## config.mk

```make
export PLATFORM = sky130hd
export DESIGN_NAME = pe_multicast_top
export DESIGN_NICKNAME = d
export VERILOG_FILES = /design/src/rtl/mcast_pkg.sv /design/src/rtl/tag_buffer.sv /design/src/rtl/weight_buffer.sv /design/src/rtl/tap_counter.sv /design/src/rtl/cast_fsm.sv /design/src/rtl/mac_accum.sv /design/src/rtl/pe_multicast_top.sv
export SDC_FILE = /design/constraint.sdc
export NUM_CORES = 1
export LEC_CHECK = 0
export ABC_AREA = 0
export ABC_CLOCK_PERIOD_IN_PS = 19400
export BUFFER_PORTS_ARGS = -buffer_cell sky130_fd_sc_hd__buf_4
export CAP_MARGIN = 30
export CORE_UTILIZATION = 41
export CTS_CLUSTER_DIAMETER = 150
export DETAILED_ROUTE_END_ITERATION = 7
export PLACE_DENSITY = 0.64
export SLEW_MARGIN = 20
export SYNTH_ARGS = -nofsm -noshare
export SYNTH_HDL_FRONTEND = slang
export SYNTH_HIERARCHICAL = 1
export SYNTH_SLANG_ARGS = --single-unit
```

## constraint.sdc

```tcl
create_clock -name clk -period 19.4 [get_ports clk]
set_clock_uncertainty 0.2 [all_clocks]
set_input_delay 3.88 -clock clk [delete_from_list [all_inputs] [get_ports clk]]
set_output_delay 3.88 -clock clk [all_outputs]
set_load 0.05 [all_outputs]
```

## src/rtl/mcast_pkg.sv

```systemverilog
package mcast_pkg;

    ////////////////////////////////////////
    // Sizes
    ////////////////////////////////////////
    localparam int DATA_WIDTH  = 16;                    // Ifmap and filter words
    localparam int PSUM_WIDTH  = 32;                    // Partial sums
    localparam int NUM_COL     = 4;                     // PE columns on the bus
    localparam int ID_WIDTH    = $clog2(NUM_COL) + 1;   // One spare bit on top
    localparam int MAX_KERNEL  = 16;                    // Weight memory depth
    localparam int KSIZE_WIDTH = $clog2(MAX_KERNEL) + 1; // Holds 1..16
    localparam int ADDR_WIDTH  = $clog2(MAX_KERNEL);    // Tap index / weight address

    ////////////////////////////////////////
    // Opcodes and states
    ////////////////////////////////////////
    typedef enum logic [2:0] {
        OP_NONE         = 3'd0,
        OP_FLUSH_TAG    = 3'd1,  // Data holds new tag
        OP_FLUSH_KERNEL = 3'd2,  // Data holds kernel size
        OP_FLTR         = 3'd3,  // One weight
        OP_IFMAP        = 3'd4,  // One ifmap word
        OP_PSUM         = 3'd5   // Partial sum, sign-extended on use
    } bus_op_e;

    typedef enum logic [1:0] {
        S_UNCONF = 2'd0,         // No kernel yet
        S_LOAD   = 2'd1,         // Taking filter words
        S_RUN    = 2'd2          // Multicasting ifmap words
    } cast_state_e;

    ////////////////////////////////////////
    // Packets
    ////////////////////////////////////////
    typedef struct packed {
        bus_op_e               op;
        logic [ID_WIDTH-1:0]   id;    // Destination column
        logic [DATA_WIDTH-1:0] data;
    } bus_pkt_t;

    typedef struct packed {
        logic [ID_WIDTH-1:0]   tag;   // Source slot
        logic [PSUM_WIDTH-1:0] psum;
    } result_pkt_t;

endpackage

```

## src/rtl/tag_buffer.sv

```systemverilog
`timescale 1ns/1ns

module tag_buffer (
    input  logic                           clk,
    input  logic                           rstn,
    input  mcast_pkg::bus_pkt_t            bus_in,
    output logic [mcast_pkg::ID_WIDTH-1:0] tag,
    output logic                           tag_lock,
    output logic                           id_match
);

    logic flush_tag;

    // Flush-tag ignores the packet ID
    assign flush_tag = (bus_in.op == mcast_pkg::OP_FLUSH_TAG);

    // Lock stays up until the next reset
    always_ff @(posedge clk or negedge rstn) begin
        if (!rstn) begin
            tag_lock <= 1'b0;
        end else if (flush_tag) begin
            tag_lock <= 1'b1;
        end
    end

    always_ff @(posedge clk) begin
        if (flush_tag) begin
            tag <= bus_in.data[mcast_pkg::ID_WIDTH-1:0]; // Low bits carry the tag
        end
    end

    // Only a locked slot can match
    assign id_match = tag_lock && (bus_in.id == tag);

endmodule

```

## src/rtl/weight_buffer.sv

```systemverilog
`timescale 1ns/1ns

module weight_buffer (
    input  logic                             clk,
    input  logic                             rstn,
    input  logic                             wr_en,
    input  logic [mcast_pkg::DATA_WIDTH-1:0] wr_data,
    input  logic [mcast_pkg::ADDR_WIDTH-1:0] addr,
    input  logic                             rd_en,
    output logic [mcast_pkg::DATA_WIDTH-1:0] weight
);

    ////////////////////////////////////////
    // Kernel storage
    ////////////////////////////////////////

    // One word per tap
    logic [mcast_pkg::DATA_WIDTH-1:0] mem [mcast_pkg::MAX_KERNEL];

    // Loaded in tap order while the FSM sits in S_LOAD
    // addr walks 0..kernel_size-1 from the tap counter
    always_ff @(posedge clk) begin
        if (wr_en) begin
            mem[addr] <= wr_data;
        end
    end

    ////////////////////////////////////////
    // Tap read
    ////////////////////////////////////////

    // Registered read, lines up with the ifmap
    // word captured in mac_accum stage 1
    // Holds its value between taps
    always_ff @(posedge clk or negedge rstn) begin
        if (!rstn) begin
            weight <= '0;
        end else if (rd_en) begin
            weight <= mem[addr];     // Weight for the current tap
        end
    end

endmodule

```

## src/rtl/tap_counter.sv

```systemverilog
`timescale 1ns/1ns

module tap_counter (
    input  logic                              clk,
    input  logic                              rstn,
    input  logic [mcast_pkg::KSIZE_WIDTH-1:0] kernel_size,
    input  logic                              restart,
    input  logic                              step,
    output logic [mcast_pkg::ADDR_WIDTH-1:0]  tap_idx,
    output logic                              last_tap
);

    logic [mcast_pkg::KSIZE_WIDTH-1:0] tap_ext;

    assign tap_ext = {1'b0, tap_idx};  // Same width as kernel_size

    // Size 0 gives all ones here, so never a last tap
    assign last_tap = (tap_ext == kernel_size - 1'b1);

    // Shared by the load phase and the run phase
    always_ff @(posedge clk or negedge rstn) begin
        if (!rstn) begin
            tap_idx <= '0;
        end else if (restart) begin
            tap_idx <= '0;             // New kernel
        end else if (step) begin
            if (last_tap) begin
                tap_idx <= '0;         // Wrap for next window
            end else begin
                tap_idx <= tap_idx + 1'b1;
            end
        end
    end

endmodule

```

## src/rtl/cast_fsm.sv

```systemverilog
`timescale 1ns/1ns

module cast_fsm (
    input  logic                              clk,
    input  logic                              rstn,
    input  mcast_pkg::bus_pkt_t               bus_in,
    input  logic                              id_match,
    input  logic                              tag_lock,
    input  logic                              last_tap,
    output logic [mcast_pkg::KSIZE_WIDTH-1:0] kernel_size,
    output logic                              load_en,
    output logic                              tap_en,
    output logic                              cnt_restart,
    output logic                              pe_ready
);

    mcast_pkg::cast_state_e state;
    mcast_pkg::cast_state_e state_nxt;
    logic                   flush_kernel;
    logic                   fltr_hit;
    logic                   ifmap_hit;

    ////////////////////////////////////////
    // Command decode
    ////////////////////////////////////////
    assign flush_kernel = (bus_in.op == mcast_pkg::OP_FLUSH_KERNEL); // Any ID
    assign fltr_hit     = id_match && (bus_in.op == mcast_pkg::OP_FLTR);
    assign ifmap_hit    = id_match && (bus_in.op == mcast_pkg::OP_IFMAP);

    // Counter back to tap 0 on a new kernel
    assign cnt_restart = flush_kernel;

    always_ff @(posedge clk or negedge rstn) begin
        if (!rstn) begin
            kernel_size <= '0;
        end else if (flush_kernel) begin
            kernel_size <= bus_in.data[mcast_pkg::KSIZE_WIDTH-1:0];
        end
    end

    ////////////////////////////////////////
    // State machine
    ////////////////////////////////////////
    always_comb begin
        state_nxt = state;
        if (flush_kernel) begin
            state_nxt = mcast_pkg::S_LOAD;   // Also aborts an open window
        end else begin
            case (state)
                mcast_pkg::S_LOAD: begin
                    // Last weight written
                    if (load_en && last_tap) begin
                        state_nxt = mcast_pkg::S_RUN;
                    end
                end
                mcast_pkg::S_RUN:    state_nxt = mcast_pkg::S_RUN;
                default:             state_nxt = mcast_pkg::S_UNCONF;
            endcase
        end
    end

    always_ff @(posedge clk or negedge rstn) begin
        if (!rstn) begin
            state <= mcast_pkg::S_UNCONF;
        end else begin
            state <= state_nxt;
        end
    end

    // Outputs
    assign load_en  = (state == mcast_pkg::S_LOAD) && fltr_hit;
    assign pe_ready = (state == mcast_pkg::S_RUN) && tag_lock;
    assign tap_en   = pe_ready && ifmap_hit;    // Multicast into the datapath

endmodule

```

## src/rtl/mac_accum.sv

```systemverilog
`timescale 1ns/1ns

module mac_accum (
    input  logic                             clk,
    input  logic                             rstn,
    input  mcast_pkg::bus_pkt_t              bus_in,
    input  logic                             id_match,
    input  logic                             tap_en,
    input  logic                             last_tap,
    input  logic [mcast_pkg::DATA_WIDTH-1:0] weight,
    input  logic [mcast_pkg::ID_WIDTH-1:0]   tag,
    output logic                             result_valid,
    output mcast_pkg::result_pkt_t           result
);

    localparam int EXT = mcast_pkg::PSUM_WIDTH - mcast_pkg::DATA_WIDTH;

    logic                                   configured;  // Seen a flush-kernel
    logic                                   in_window;   // Window open
    logic                                   first_tap;
    logic                                   psum_hit;
    logic                                   seed_vld;
    logic signed [mcast_pkg::PSUM_WIDTH-1:0] seed_q;
    // Stage 1
    logic                                   v1, l1, f1;
    logic signed [mcast_pkg::DATA_WIDTH-1:0] ifmap_q;
    logic signed [mcast_pkg::PSUM_WIDTH-1:0] base1;
    // Stage 2
    logic                                   v2, l2, f2;
    logic signed [mcast_pkg::PSUM_WIDTH-1:0] prod_q;
    logic signed [mcast_pkg::PSUM_WIDTH-1:0] base2;
    // Accumulator
    logic signed [mcast_pkg::PSUM_WIDTH-1:0] acc_q;

    ////////////////////////////////////////
    // Window tracking and psum seed
    ////////////////////////////////////////
    assign first_tap = !in_window;
    assign psum_hit  = configured && id_match && (bus_in.op == mcast_pkg::OP_PSUM);

    always_ff @(posedge clk or negedge rstn) begin
        if (!rstn) begin
            configured <= 1'b0;
            in_window  <= 1'b0;
            seed_vld   <= 1'b0;
        end else begin
            if (bus_in.op == mcast_pkg::OP_FLUSH_KERNEL) begin
                configured <= 1'b1;
                in_window  <= 1'b0;               // Drop the open window
            end else if (tap_en) begin
                in_window <= !last_tap;
            end
            if (psum_hit) begin
                seed_vld <= 1'b1;
            end else if (tap_en && first_tap) begin
                seed_vld <= 1'b0;                 // Used by this window only
            end
        end
    end

    always_ff @(posedge clk) begin
        if (psum_hit) begin
            seed_q <= {{EXT{bus_in.data[mcast_pkg::DATA_WIDTH-1]}}, bus_in.data};
        end
    end

    ////////////////////////////////////////
    // Pipeline flags
    ////////////////////////////////////////
    always_ff @(posedge clk or negedge rstn) begin
        if (!rstn) begin
            v1           <= 1'b0;
            l1           <= 1'b0;
            f1           <= 1'b0;
            v2           <= 1'b0;
            l2           <= 1'b0;
            f2           <= 1'b0;
            result_valid <= 1'b0;
        end else begin
            v1           <= tap_en;              // Beside the weight read
            l1           <= tap_en && last_tap;
            f1           <= tap_en && first_tap;
            v2           <= v1;
            l2           <= l1;
            f2           <= f1;
            result_valid <= v2 && l2;            // One-cycle pulse
        end
    end

    // Payload, no reset
    always_ff @(posedge clk) begin
        if (tap_en) begin
            ifmap_q <= bus_in.data;
            base1   <= (first_tap && seed_vld) ? seed_q : '0; // Window start value
        end
        if (v1) begin
            prod_q <= ifmap_q * $signed(weight);  // Signed product
            base2  <= base1;
        end
        if (v2) begin
            acc_q <= (f2 ? base2 : acc_q) + prod_q;
        end
    end

    assign result = '{tag: tag, psum: acc_q};

endmodule

```

## src/rtl/pe_multicast_top.sv

```systemverilog
`timescale 1ns/1ns

module pe_multicast_top (
    input  logic                   clk,
    input  logic                   rstn,
    input  mcast_pkg::bus_pkt_t    bus_in,
    output logic                   result_valid,
    output mcast_pkg::result_pkt_t result,
    output logic                   tag_lock,
    output logic                   pe_ready
);

    logic [mcast_pkg::ID_WIDTH-1:0]    tag;
    logic                              id_match;
    logic [mcast_pkg::KSIZE_WIDTH-1:0] kernel_size;
    logic                              load_en;
    logic                              tap_en;
    logic                              cnt_restart;
    logic [mcast_pkg::ADDR_WIDTH-1:0]  tap_idx;
    logic                              last_tap;
    logic [mcast_pkg::DATA_WIDTH-1:0]  weight;

    ////////////////////////////////////////
    // Control
    ////////////////////////////////////////
    tag_buffer u_tag (
        .clk      (clk),
        .rstn     (rstn),
        .bus_in   (bus_in),
        .tag      (tag),
        .tag_lock (tag_lock),
        .id_match (id_match)
    );

    cast_fsm u_fsm (
        .clk         (clk),
        .rstn        (rstn),
        .bus_in      (bus_in),
        .id_match    (id_match),
        .tag_lock    (tag_lock),
        .last_tap    (last_tap),
        .kernel_size (kernel_size),
        .load_en     (load_en),
        .tap_en      (tap_en),
        .cnt_restart (cnt_restart),
        .pe_ready    (pe_ready)
    );

    // Steps on weight loads and on multicast ifmap words
    tap_counter u_cnt (
        .clk         (clk),
        .rstn        (rstn),
        .kernel_size (kernel_size),
        .restart     (cnt_restart),
        .step        (load_en | tap_en),
        .tap_idx     (tap_idx),
        .last_tap    (last_tap)
    );

    ////////////////////////////////////////
    // Datapath
    ////////////////////////////////////////
    weight_buffer u_wbuf (
        .clk     (clk),
        .rstn    (rstn),
        .wr_en   (load_en),
        .wr_data (bus_in.data),
        .addr    (tap_idx),       // Same index for load and run
        .rd_en   (tap_en),
        .weight  (weight)
    );

    mac_accum u_mac (
        .clk          (clk),
        .rstn         (rstn),
        .bus_in       (bus_in),
        .id_match     (id_match),
        .tap_en       (tap_en),
        .last_tap     (last_tap),
        .weight       (weight),
        .tag          (tag),
        .result_valid (result_valid),
        .result       (result)
    );

endmodule

```

# After elaboration in Yosys (flattened, before gate mapping)

Memories as Yosys holds them, arrays and structs flattened. A register that Yosys moved wholly into a read port is not among the register bits.
Index checks and enable logic that the tools add are counted.

Latch bits: 0
Flip-flop bits (word level): 153
ROM bits: 0
Input bits: 24
RAM bits: 256
Memories: 1

Memories:

| name       | depth | bits a word | read ports | clocked after Yosys merged registers in | write ports | line                | text |
|---|---|---|---|---|---|---|---|
| u_wbuf.mem | 16    | 16          | 1          | 1                                       | 1           | weight_buffer.sv:18 | `logic [mcast_pkg::DATA_WIDTH-1:0] mem [mcast_pkg::MAX_KERNEL];` |

Add/subtract/negate cells: 3
Equal/unequal tests: 10
Div/mod/pow operators: 0
Reduce and logical (&&, ||, !) cells: 19
$lt $le $gt $ge: 0
$mul: 1
Multiplexer cells: 13
Shift-type cells: 0
Bitwise gates (word level): 1

Operator list:

| cell                                                  | number |
|---|---|
| adder 32 bit                                          | 1 |
| multiplier 16 x 16 -> 32 bit                          | 1 |
| 2-to-1 mux 32 bit                                     | 1 |
| logical AND 1 bit                                     | 13 |
| 2-to-1 mux 4 bit                                      | 3 |
| equality test 3 x 2 -> 1 bit, second input constant   | 2 |
| equality test 3 bit, second input constant            | 2 |
| 2-to-1 mux 1 bit                                      | 6 |
| nonzero test 2 bit                                    | 3 |
| equality test 4 x 5 -> 1 bit                          | 1 |
| subtractor 5 x 1 -> 5 bit, second input constant      | 1 |
| adder 4 x 1 -> 4 bit, second input constant           | 1 |
| 2-to-1 mux 2 bit                                      | 2 |
| one-hot mux 2 bit (2 select lines)                    | 1 |
| equality test 3 x 1 -> 1 bit, second input constant   | 1 |
| equality test 3 bit                                   | 1 |
| zero test 1 bit                                       | 3 |
| inequality test 3 x 2 -> 1 bit, second input constant | 1 |
| equality test 2 x 1 -> 1 bit, second input constant   | 1 |
| equality test 2 bit, second input constant            | 1 |
| OR 1 bit                                              | 1 |

# Longest topological paths before layout

Gate-level depths: netlist (run 1).

Depth after elaboration: 8
Mapped depth: 24
Depth with buffers taken out: 23

# Hierarchy

Netlist (run 1), hierarchy kept.

Modules (own cells, without submodules):

| module           | cells each | area each (sq um) | times used |
|---|---|---|---|
| mac_accum        | 1,559      | 16,148.0          | 1 |
| weight_buffer    | 571        | 10,515.1          | 1 |
| tap_counter      | 37         | 350.3             | 1 |
| cast_fsm         | 27         | 347.8             | 1 |
| tag_buffer       | 10         | 168.9             | 1 |
| pe_multicast_top | 1          | 6.3               | 1 |

# Worst setup path before layout (run 1)

OpenSTA, ideal clock, no wires.

Kind: input -> register
From: input port bus_in[17] in the netlist's numbering
To: register u_cnt/tap_idx[2] in the netlist's numbering
Slack: 11.344 ns
Path buffers: 0
Library setup time: 0.126 ns
Stages on the path: 7
Data required time: 19.074 ns
Arrival: 7.730 ns
Cell sequence: xnor2_1 -> and4_1 -> nand3_1 -> nor3_1 -> or2_1 -> nor2_1 -> a221o_1

Cells in the longest elaborated chain, start to end: 6

Ends and longest elaborated chain:

| what                         | line                   | text |
|---|---|---|
| start: declaration           | pe_multicast_top.sv:6  | `input mcast_pkg::bus_pkt_t bus_in,` |
| equality test 3 bit          | tag_buffer.sv:33       | `assign id_match = tag_lock && (bus_in.id == tag);` |
| logical AND 1 bit            | tag_buffer.sv:33       |  |
| net id_match                 | pe_multicast_top.sv:14 | `logic id_match;` |
| logical AND 1 bit            | cast_fsm.sv:28         | `assign ifmap_hit = id_match && (bus_in.op == mcast_pkg::OP_IFMAP);` |
| logical AND 1 bit            | cast_fsm.sv:73         | `assign tap_en = pe_ready && ifmap_hit;` |
| net tap_en                   | pe_multicast_top.sv:17 | `logic tap_en;` |
| OR 1 bit                     | pe_multicast_top.sv:55 | `.step (load_en \| tap_en),` |
| nonzero test 2 bit (no line) | --                     |  |
| end signal: assignment       | tap_counter.sv:30      | `tap_idx <= tap_idx + 1'b1;` |
| end: declaration             | tap_counter.sv:9       | `output logic [mcast_pkg::ADDR_WIDTH-1:0] tap_idx,` |

The timed path passes the listed nets, and every way through them passes these cells.
A chain may end at the register's enable or synchronous reset.

# Worst setup path after layout (run 1)

From: register u_wbuf/weight[1] in the netlist's numbering, read port of u_wbuf.mem
To: register u_mac/prod_q[30] in the netlist's numbering, data pin

Cells in the longest elaborated chain, start to end: 1

Ends and longest elaborated chain:

| what                         | line                | text |
|---|---|---|
| start: declaration           | weight_buffer.sv:10 | `output logic [mcast_pkg::DATA_WIDTH-1:0] weight` |
| multiplier 16 x 16 -> 32 bit | mac_accum.sv:97     | `prod_q <= ifmap_q * $signed(weight);` |
| end signal: assignment       | mac_accum.sv:97     |  |
| end: declaration             | mac_accum.sv:30     | `logic signed [mcast_pkg::PSUM_WIDTH-1:0] prod_q;` |

No other way between the ends.

==> metrics.md, run 1 <==
| Metric | Value |
|---|---|
| Run status | complete, but fails checks |
| Violations in the final reports | DRC |
| Kind of start point of the critical path | flop |
| Synthesized cell area | 0.0275 sq mm |
| DR vias/cell | 5.22 |
| Ratio of cells with drive above 1 in the final layout | 9.61% |
| Yosys reg bits | approximately 430 |
| Fin. Hold Viols | 0 |
| Unrepaired setup endpoints after global routing | false |
| Placement Rows | 94 |
| Total negative slack for setup checks | 0 ns |
| FFs w/ async S/R, synth | 8.94% |
| Number of antenna diodes | 0 |
| Overall die area | 0.0682 sq mm |
| Min-Delay Startpoint | u_mac/l1 |
| Leading cell types in the layout, fill and taps excluded | sky130_fd_sc_hd__edfxtp_1, sky130_fd_sc_hd__inv_1, sky130_fd_sc_hd__fa_1 |
| Pin count of the biggest net entering global routing | 70 |
| Antenna-violating nets left | 0 |
| Final GP Congestion | between 0.8 and 0.9 |
| Reg2reg end | u_mac/prod_q[30] |
| Count of unique library cells instantiated by Yosys | 79 |
| Layer with the highest usage after global routing | met2 |
| EDFF count, synth | 387 |
| Mapped Cells | about 2200 |
| Synthesized net count | 2609 |
| Number of setup buffers added after CTS | 0 |
| Clock network latency to the later pin of the worst-skew pair | 0.58 ns |
| Total track usage | between 10% and 20% |
| Vias in the first global route | 17200 |
| Dominant synthesized flop cell | sky130_fd_sc_hd__edfxtp_1 |
| Vias post-DR | 16500 |
| GRT overflow | 0 |
| Detailed Place HPWL | between 40000 and 50000 um |
| Worst reg-to-reg setup slack | 12.18 ns |
| Worst IR Drop VDD | 190 uV |
| Pins over their slew limit | 0 |
| Met3 Usage GRT | 2.59% |
| CTS Root Cell | sky130_fd_sc_hd__clkbuf_16 |
| Dominant combinational cell family by area after synthesis | adder cells |
| Number of levels in the clock H-tree | 2 |
| DRT Pass-1 Iters | 8 |
| Max-cap violations | 0 |
| Post-CTS resize count | 0 |
| Area delta synth->final | 10.5% |
| Power Dens Cells | 181 mW/mm^2 |
| Sequential fraction of the synthesis area | a little under half |
| Clock-pin slew on the worst setup and hold paths | 0.06 ns |
| Mux contribution to synthesized area | 5.65% |
| Nets | 2658 |
| Area fraction in compound gates after synthesis | 6.47% |
| Wire length of the first global-routing pass | 96000 um |
| Fraction of synthesized cell area in xor and xnor cells | 2.19% |
| Starting density of the core | 41.7% |
| WHS Path Cells | 0 |
| Most frequent standard cell in the layout excluding fill and tap cells | sky130_fd_sc_hd__edfxtp_1 |
| Number of sinks on the clock net | 425 |
| Start point of the critical path | u_wbuf/weight[1] |
| Final routed DRC violation total | 1 |
| M2 GR Usage | 30.3% |
| Synth Area in Adders | 24.4% |
| Avg Synthesized Cell Area | between 10 and 15 sq um |
| Die height | 261 um |
| CP Max Fanout | 17 |
| Violation count after the first detailed-route iteration | 1195 |
| Fillers | 5935 |
| Grt met1 use | 25.0% |
| Inserted Clock Buffers | 45 |
| Initial antenna violation count | 0 |
| Core Box Area | 0.0661 sq mm |
| Worst Path Arrival | 7.34 ns |
| Maximum clock insertion buffer count | 3 |
| Core utilization of the finished layout | 46.0% |
| Setup violation total in the final timing report | 0 |
| Hold buffer count at cts | 0 |
| Ports | 62 |
| Die boundary width | 261 um |
| Final cycle utilization of the critical path | 37.2% |
| Clock tree from TritonCTS | done |
| Crit path capture type | flop |
| Cell count of the worst reg-to-reg path | 19 |
| CP required | 19.53 ns |
| Port buffer count | 61 |
| Slew @ Worst Pin | 0.920 ns |
| Synthesized-area fraction occupied by and/or/nand/nor cells | under 10% |
| Peak clock frequency supported by timing | 139 MHz |
| Total wire length after detailed routing | around 60000 um |
| Path category of the worst min-delay check | flop to flop |
| Routed length per placed instance | a little under 20 um |
| Leakage dissipation | 12.1 nW |
| Yosys warning count | 6 |
| Tightest slew margin relative to the limit | 38.6% |
| WHS Endpoint | u_mac/l2 |
| Crit path time final | roughly 7.2 ns |
| R2R Path Start | u_wbuf/weight[1] |
| Worst Setup Path Type | flop to flop |
synth_stat cells (all sizes together), types with 4 or more instances:
cell type / count / area [sq um]
nor2b: 7 / 43.8
mux4: 16 / 360
a21oi: 49 / 249
a41oi: 5 / 51.3
a2bb2oi: 8 / 70.1
mux2i: 98 / 981
nand4: 7 / 43.8
o2111ai: 4 / 41.3
nand2b: 13 / 81.3
nor3: 16 / 80.1
a31oi: 18 / 113
xor2: 17 / 149
o22ai: 32 / 200
a221oi: 11 / 109
buf: 28 / 233
mux2: 19 / 214
o21bai: 5 / 37.5
o21ai: 54 / 270
o21a: 10 / 75.1
a21o: 30 / 226
nand2: 166 / 623
a2111oi: 4 / 53.8
fa: 263 / 5270
inv: 345 / 1290
ha: 117 / 1460
dfrtp: 38 / 951
or3: 4 / 25.0
nor2: 98 / 368
xnor2: 52 / 455
nand3b: 6 / 45.0
nand3: 22 / 110
clkbuf: 53 / 203
or2: 5 / 31.3
nor3b: 5 / 53.8
a211oi: 8 / 60.1
and2: 146 / 916
edfxtp: 387 / 11600
worst max-delay path by stage:
stage                         to  slack [ns]  cells after the start
2_1_floorplan   u_cnt/tap_idx[2]       11.34                      7
3_3_place_gp   u_wbuf/mem[6][14]       11.92                      7
3_5_place_dp    u_mac/prod_q[30]       12.24                     19
4_1_cts         u_mac/prod_q[30]       12.23                     19
5_1_grt         u_mac/prod_q[30]       11.71                     19
6_report        u_mac/prod_q[30]       12.18                     19
kinds of logic (layout without fill, tap and decap cells):
family                   Yosys count  in the layout
AND/OR/NAND/NOR                  511            511
buffers and inverters            426            510
flip-flops                       425            425
adder cells (fa/ha/maj)          380            380
AO/OA/AOI/OAI                    261            261
multiplexers                     133            133
XOR/XNOR                          69             69
where the power goes:
group / total [W] / leakage, nW / internal, W / switching [W]
Sequential: 0.00124 / 3.97 / 0.00116 / 0.0000740
Clock: 0.000874 / 0.733 / 0.000520 / 0.000353
Combinational: 0.00341 / 7.44 / 0.00146 / 0.00196
Total: 0.00552 / 12.1 / 0.00314 / 0.00238
through the flow:
stage	setup slack [ns]	hold slack, ns	area (sq um)	total power [W]	instances
finish	12.18	0.149	30400	0.00552	3153
global placement	11.92	0.132	28800	0.00458	3063
detailed placement	12.24	0.135	28900	0.00467	3070
floorplan	11.34	0.131	27500	0.00394	2205
CTS	12.23	0.149	30400	0.00556	3152
global route	11.71	0.155	30400	0.00608	3153
flip-flops by register name, summed over array words and instances, names as in the netlist, 16 cells and up:
name           cells
u_mac/ifmap_q     16
u_mac/base2       16
u_wbuf/weight     16
u_mac/acc_q       32
u_mac/seed_q      16
u_mac/prod_q      32
u_mac/base1       16
u_wbuf/mem       256
per-layer routing:
| layer | vias to the layer above | routed length, um |
|---|---|---|
| met3 | 97 | 3160 |
| li1 | 7550 | - |
| met1 | 8322 | 27100 |
| met2 | 500 | 29200 |
| met5 | - | 0 |
| met4 | 0 | 1590 |
layout make-up:
| cell class | count | area (sq um) | share of cell area [%] |
|---|---|---|---|
| clock buffer | 57 | 1200 | 3.95 |
| clock inverter | 25 | 315 | 1.04 |
| inverter | 345 | 1290 | 4.25 |
| multi-input combinational | 1354 | 13300 | 43.7 |
| sequential | 425 | 12600 | 41.3 |
| tap | 864 | 1080 | 3.55 |
| timing repair buffer | 83 | 663 | 2.18 |
critical path: stages (launching register included):
cell and delay, ns:
sky130_fd_sc_hd__dfrtp_1 0.72, sky130_fd_sc_hd__nand2_1 0.19, sky130_fd_sc_hd__inv_1 0.16, sky130_fd_sc_hd__fa_1 0.53, sky130_fd_sc_hd__fa_1 0.91, sky130_fd_sc_hd__fa_1 0.55, sky130_fd_sc_hd__fa_1 0.51, sky130_fd_sc_hd__fa_1 0.49
sky130_fd_sc_hd__inv_1 0.05, sky130_fd_sc_hd__fa_1 0.47, sky130_fd_sc_hd__inv_1 0.04, sky130_fd_sc_hd__ha_1 0.22, sky130_fd_sc_hd__a2111oi_0 0.61, sky130_fd_sc_hd__o21a_1 0.21, sky130_fd_sc_hd__o31a_1 0.19, sky130_fd_sc_hd__o311a_2 0.23
sky130_fd_sc_hd__nor3_1 0.09, sky130_fd_sc_hd__or3_1 0.35, sky130_fd_sc_hd__a21oi_1 0.18, sky130_fd_sc_hd__xnor2_1 0.08
No activity file was read; power rests on OpenSTA's default activity.
==> run 2, diff against run 1 <==
Settings changed: ABC_CLOCK_PERIOD_IN_PS 19400 to 6700.
Clock period 19.4 ns to 6.7 ns, I/O delays scaled along.
==> run 2 against run 1 <==
Effect of this change:
- the run now ends clean
- maximum frequency increased by 11%
- hold slack got worse by 0.0018 ns
- via count increased by 0.18%
- non-clock buffer count increased by 58
- sequential power increased to 2.8 times the previous value
- design area increased by 1.8%
- final cell count increased by 2.0%
- register-to-register slack got worse by 12 ns
- critical path depth unchanged
- sequential cell count unchanged
- routed wire length decreased by 1.3%
- critical path type unchanged
- largest power group unchanged
==> metrics.md, run 2 (synthesis results as in run 1) <==
| Metric | Value |
|---|---|
| GRT overflow | 0 |
| Clock-pin slew on the worst setup and hold paths | 0.06 ns |
| Number of antenna diodes | 0 |
| Slew @ Worst Pin | 0.972 ns |
| Final critical-path setup slack | 0.193 ns |
| Violation count after the first detailed-route iteration | 924 |
| Register bank with the most flops | u_wbuf/mem |
| Sum of routed wire segments on met1 | 27200 um |
| Path category of the worst min-delay check | flop to flop |
| Met2 wirelength from detailed routing | between 20000 and 30000 um |
| Max-cap violations | 0 |
| Top routing layer in use | met4 |
| Vias in the first global route | 17400 |
| DRT Pass-1 Iters | 7 |
| Clock network latency to the later pin of the worst-skew pair | 0.61 ns |
| Wire length of the first global-routing pass | 95800 um |
| Ratio of cells with drive above 1 in the final layout | between 10% and 20% |
| Power Dens Cells | 526 mW/mm^2 |
| Total wire length after detailed routing | 60400 um |
| Most frequent standard cell in the layout excluding fill and tap cells | sky130_fd_sc_hd__edfxtp_1 |
| Tightest slew margin relative to the limit | 35.0% |
| CTS Root Cell | sky130_fd_sc_hd__clkbuf_16 |
| Leakage dissipation | about 12 nW |
| Worst IR Drop VDD | about 650 uV |
| Final total power | 0.0163 W |
| Pin count of the biggest net entering global routing | 65 |
| Port buffer count | 61 |
| Final GP Congestion | about 0.87 |
| Post-placement setup slack | -0.0160 ns |
| Fillers | 5868 |
| Routed met3 length | 2630 um |
| Number of levels in the clock H-tree | 2 |
| Maximum clock insertion buffer count | 3 |
| Worst Setup Path Type | flop to flop |
| Layout Cells excl Fill | 3216 |
| Kind of start point of the critical path | flop |
| CP required | 6.83 ns |
| Starting density of the core | 41.7% |
| Number of sinks on the clock net | 425 |
| Largest register FFs | 256 |
| Ports | 62 |
| Peak clock frequency supported by timing | 154 MHz |
| Die height | 261 um |
| Nets | 2718 |
| Final routed DRC violation total | 0 |
| Inserted Clock Buffers | 47 |
| Area delta synth->final | 12.5% |
| Total negative slack for setup checks | 0 ns |
| Largest registers | u_wbuf/mem x256, u_mac/acc_q x32, u_mac/prod_q x32 |
| DR vias/cell | 5.13 |
| Leading cell types in the layout, fill and taps excluded | sky130_fd_sc_hd__edfxtp_1, sky130_fd_sc_hd__inv_1, sky130_fd_sc_hd__fa_1 |
| Setup violation total in the final timing report | 0 |
| Total track usage | 18.1% |
| Hold buffer count at cts | 0 |
| CP Max Fanout | 16 |
| Worst Path Arrival | approximately 6.6 ns |
| Die boundary width | between 200 and 300 um |
| Placement Rows | 94 |
| Final cycle utilization of the critical path | 97.1% |
| Placed Cells incl. Taps | 3097 |
| Crit path capture type | flop |
| Detailed Place HPWL | roughly 44000 um |
| Routed length per placed instance | 18.8 um |
| Fin. Hold Viols | 0 |
| Core Box Area | ~0.066 sq mm |
| Initial antenna violation count | 1 |
| Core utilization of the finished layout | 46.9% |
| Clock tree from TritonCTS | done |
| Pins over their slew limit | 0 |
| Crit path time final | between 6 and 7 ns |
| Vias post-DR | 16500 |
| Run status | finished, final reports clean |
| Antenna-violating nets left | 0 |
| Overall die area | 0.0682 sq mm |
==> run 2: changes by cell type in the layout (fill, tap and decap cells not counted), moves of 2 or more <==
| cell | before | now |
|---|---|---|
| sky130_fd_sc_hd__clkinv_1 | 7 | 9 |
| sky130_fd_sc_hd__buf_8 | 0 | 6 |
| sky130_fd_sc_hd__clkinvlp_4 | 2 | 5 |
| sky130_fd_sc_hd__a2111oi_0 | 3 | 1 |
| sky130_fd_sc_hd__nor3_4 | 1 | 4 |
| sky130_fd_sc_hd__clkbuf_16 | 45 | 48 |
| sky130_fd_sc_hd__nor3_2 | 4 | 1 |
| sky130_fd_sc_hd__bufinv_16 | 6 | 2 |
| sky130_fd_sc_hd__buf_6 | 6 | 4 |
| sky130_fd_sc_hd__buf_4 | 75 | 126 |
| sky130_fd_sc_hd__buf_12 | 0 | 5 |
==> run 2: path summary, 6_finish.rpt <==
path,startpoint,to,slack (ns),cells after the start
worst max-delay path,u_mac/ifmap_q[10],u_mac/prod_q[30],0.19,19
worst min-delay path,u_mac/f1,u_mac/f2,0.15,0
worst max register to register,u_mac/ifmap_q[10],u_mac/prod_q[30],0.19,19
worst min register to register,u_mac/f1,u_mac/f2,0.15,0
max in group asynchronous,rstn,u_cnt/tap_idx[0],5.42,1
min in group asynchronous,rstn,u_fsm/kernel_size[3],0.50,1
==> run 2: worst max-delay path, cell delays in order (launching register included) <==
cell                       delay, ns
sky130_fd_sc_hd__edfxtp_1       0.65
sky130_fd_sc_hd__and2_1         0.27
sky130_fd_sc_hd__fa_1           0.54
sky130_fd_sc_hd__inv_1          0.05
sky130_fd_sc_hd__fa_1           0.40
sky130_fd_sc_hd__fa_1           0.57
sky130_fd_sc_hd__inv_1          0.07
sky130_fd_sc_hd__fa_1           0.49
sky130_fd_sc_hd__fa_1           0.49
sky130_fd_sc_hd__inv_1          0.05
sky130_fd_sc_hd__fa_1           0.47
sky130_fd_sc_hd__inv_1          0.04
sky130_fd_sc_hd__ha_1           0.37
sky130_fd_sc_hd__a21o_1         0.21
sky130_fd_sc_hd__a211oi_1       0.44
sky130_fd_sc_hd__o311a_2        0.28
sky130_fd_sc_hd__nor3_1         0.06
sky130_fd_sc_hd__or3_1          0.34
sky130_fd_sc_hd__a21oi_1        0.18
sky130_fd_sc_hd__xnor2_1        0.08
==> run 2: routing by layer <==
metal | up-vias | global-route usage (%)
li1 | 7683 | -
met1 | 8342 | 24.4
met2 | 390 | 30.9
met3 | 84 | 2.22
met4 | 0 | 5.02
met5 | - | 0
==> run 2: timing repair <==
item	in CTS	in global routing
setup endpoints to repair	2	10
endpoints found under the hold margin	0	0
resized for setup	0	4
pin swaps	0	0
buffers inserted	2	25
==> run 2: per-stage QoR <==
stage / hold slack (ns) / cell area [sq um]
global route: 0.165 / 31000
detailed placement: 0.135 / 29100
global placement: 0.134 / 29000
CTS: 0.151 / 30700
floorplan: 0.131 / 27500
finish: 0.148 / 31000
==> run 2: area by class of cell <==
class,count,area [sq um],share of cell area (%)
sequential,425,12600,40.6
tap,864,1080,3.49
multi-input combinational,1354,13300,43.0
clock buffer,60,1270,4.09
clock inverter,27,262,0.844
inverter,345,1290,4.18
timing repair buffer,141,1180,3.81
==> run 2: report_power, final <==
group / leakage, nW / internal [W] / switching (W)
registers: 3.97 / 0.00337 / 0.000140
clock network: 0.725 / 0.00143 / 0.00107
logic: 7.73 / 0.00437 / 0.00593
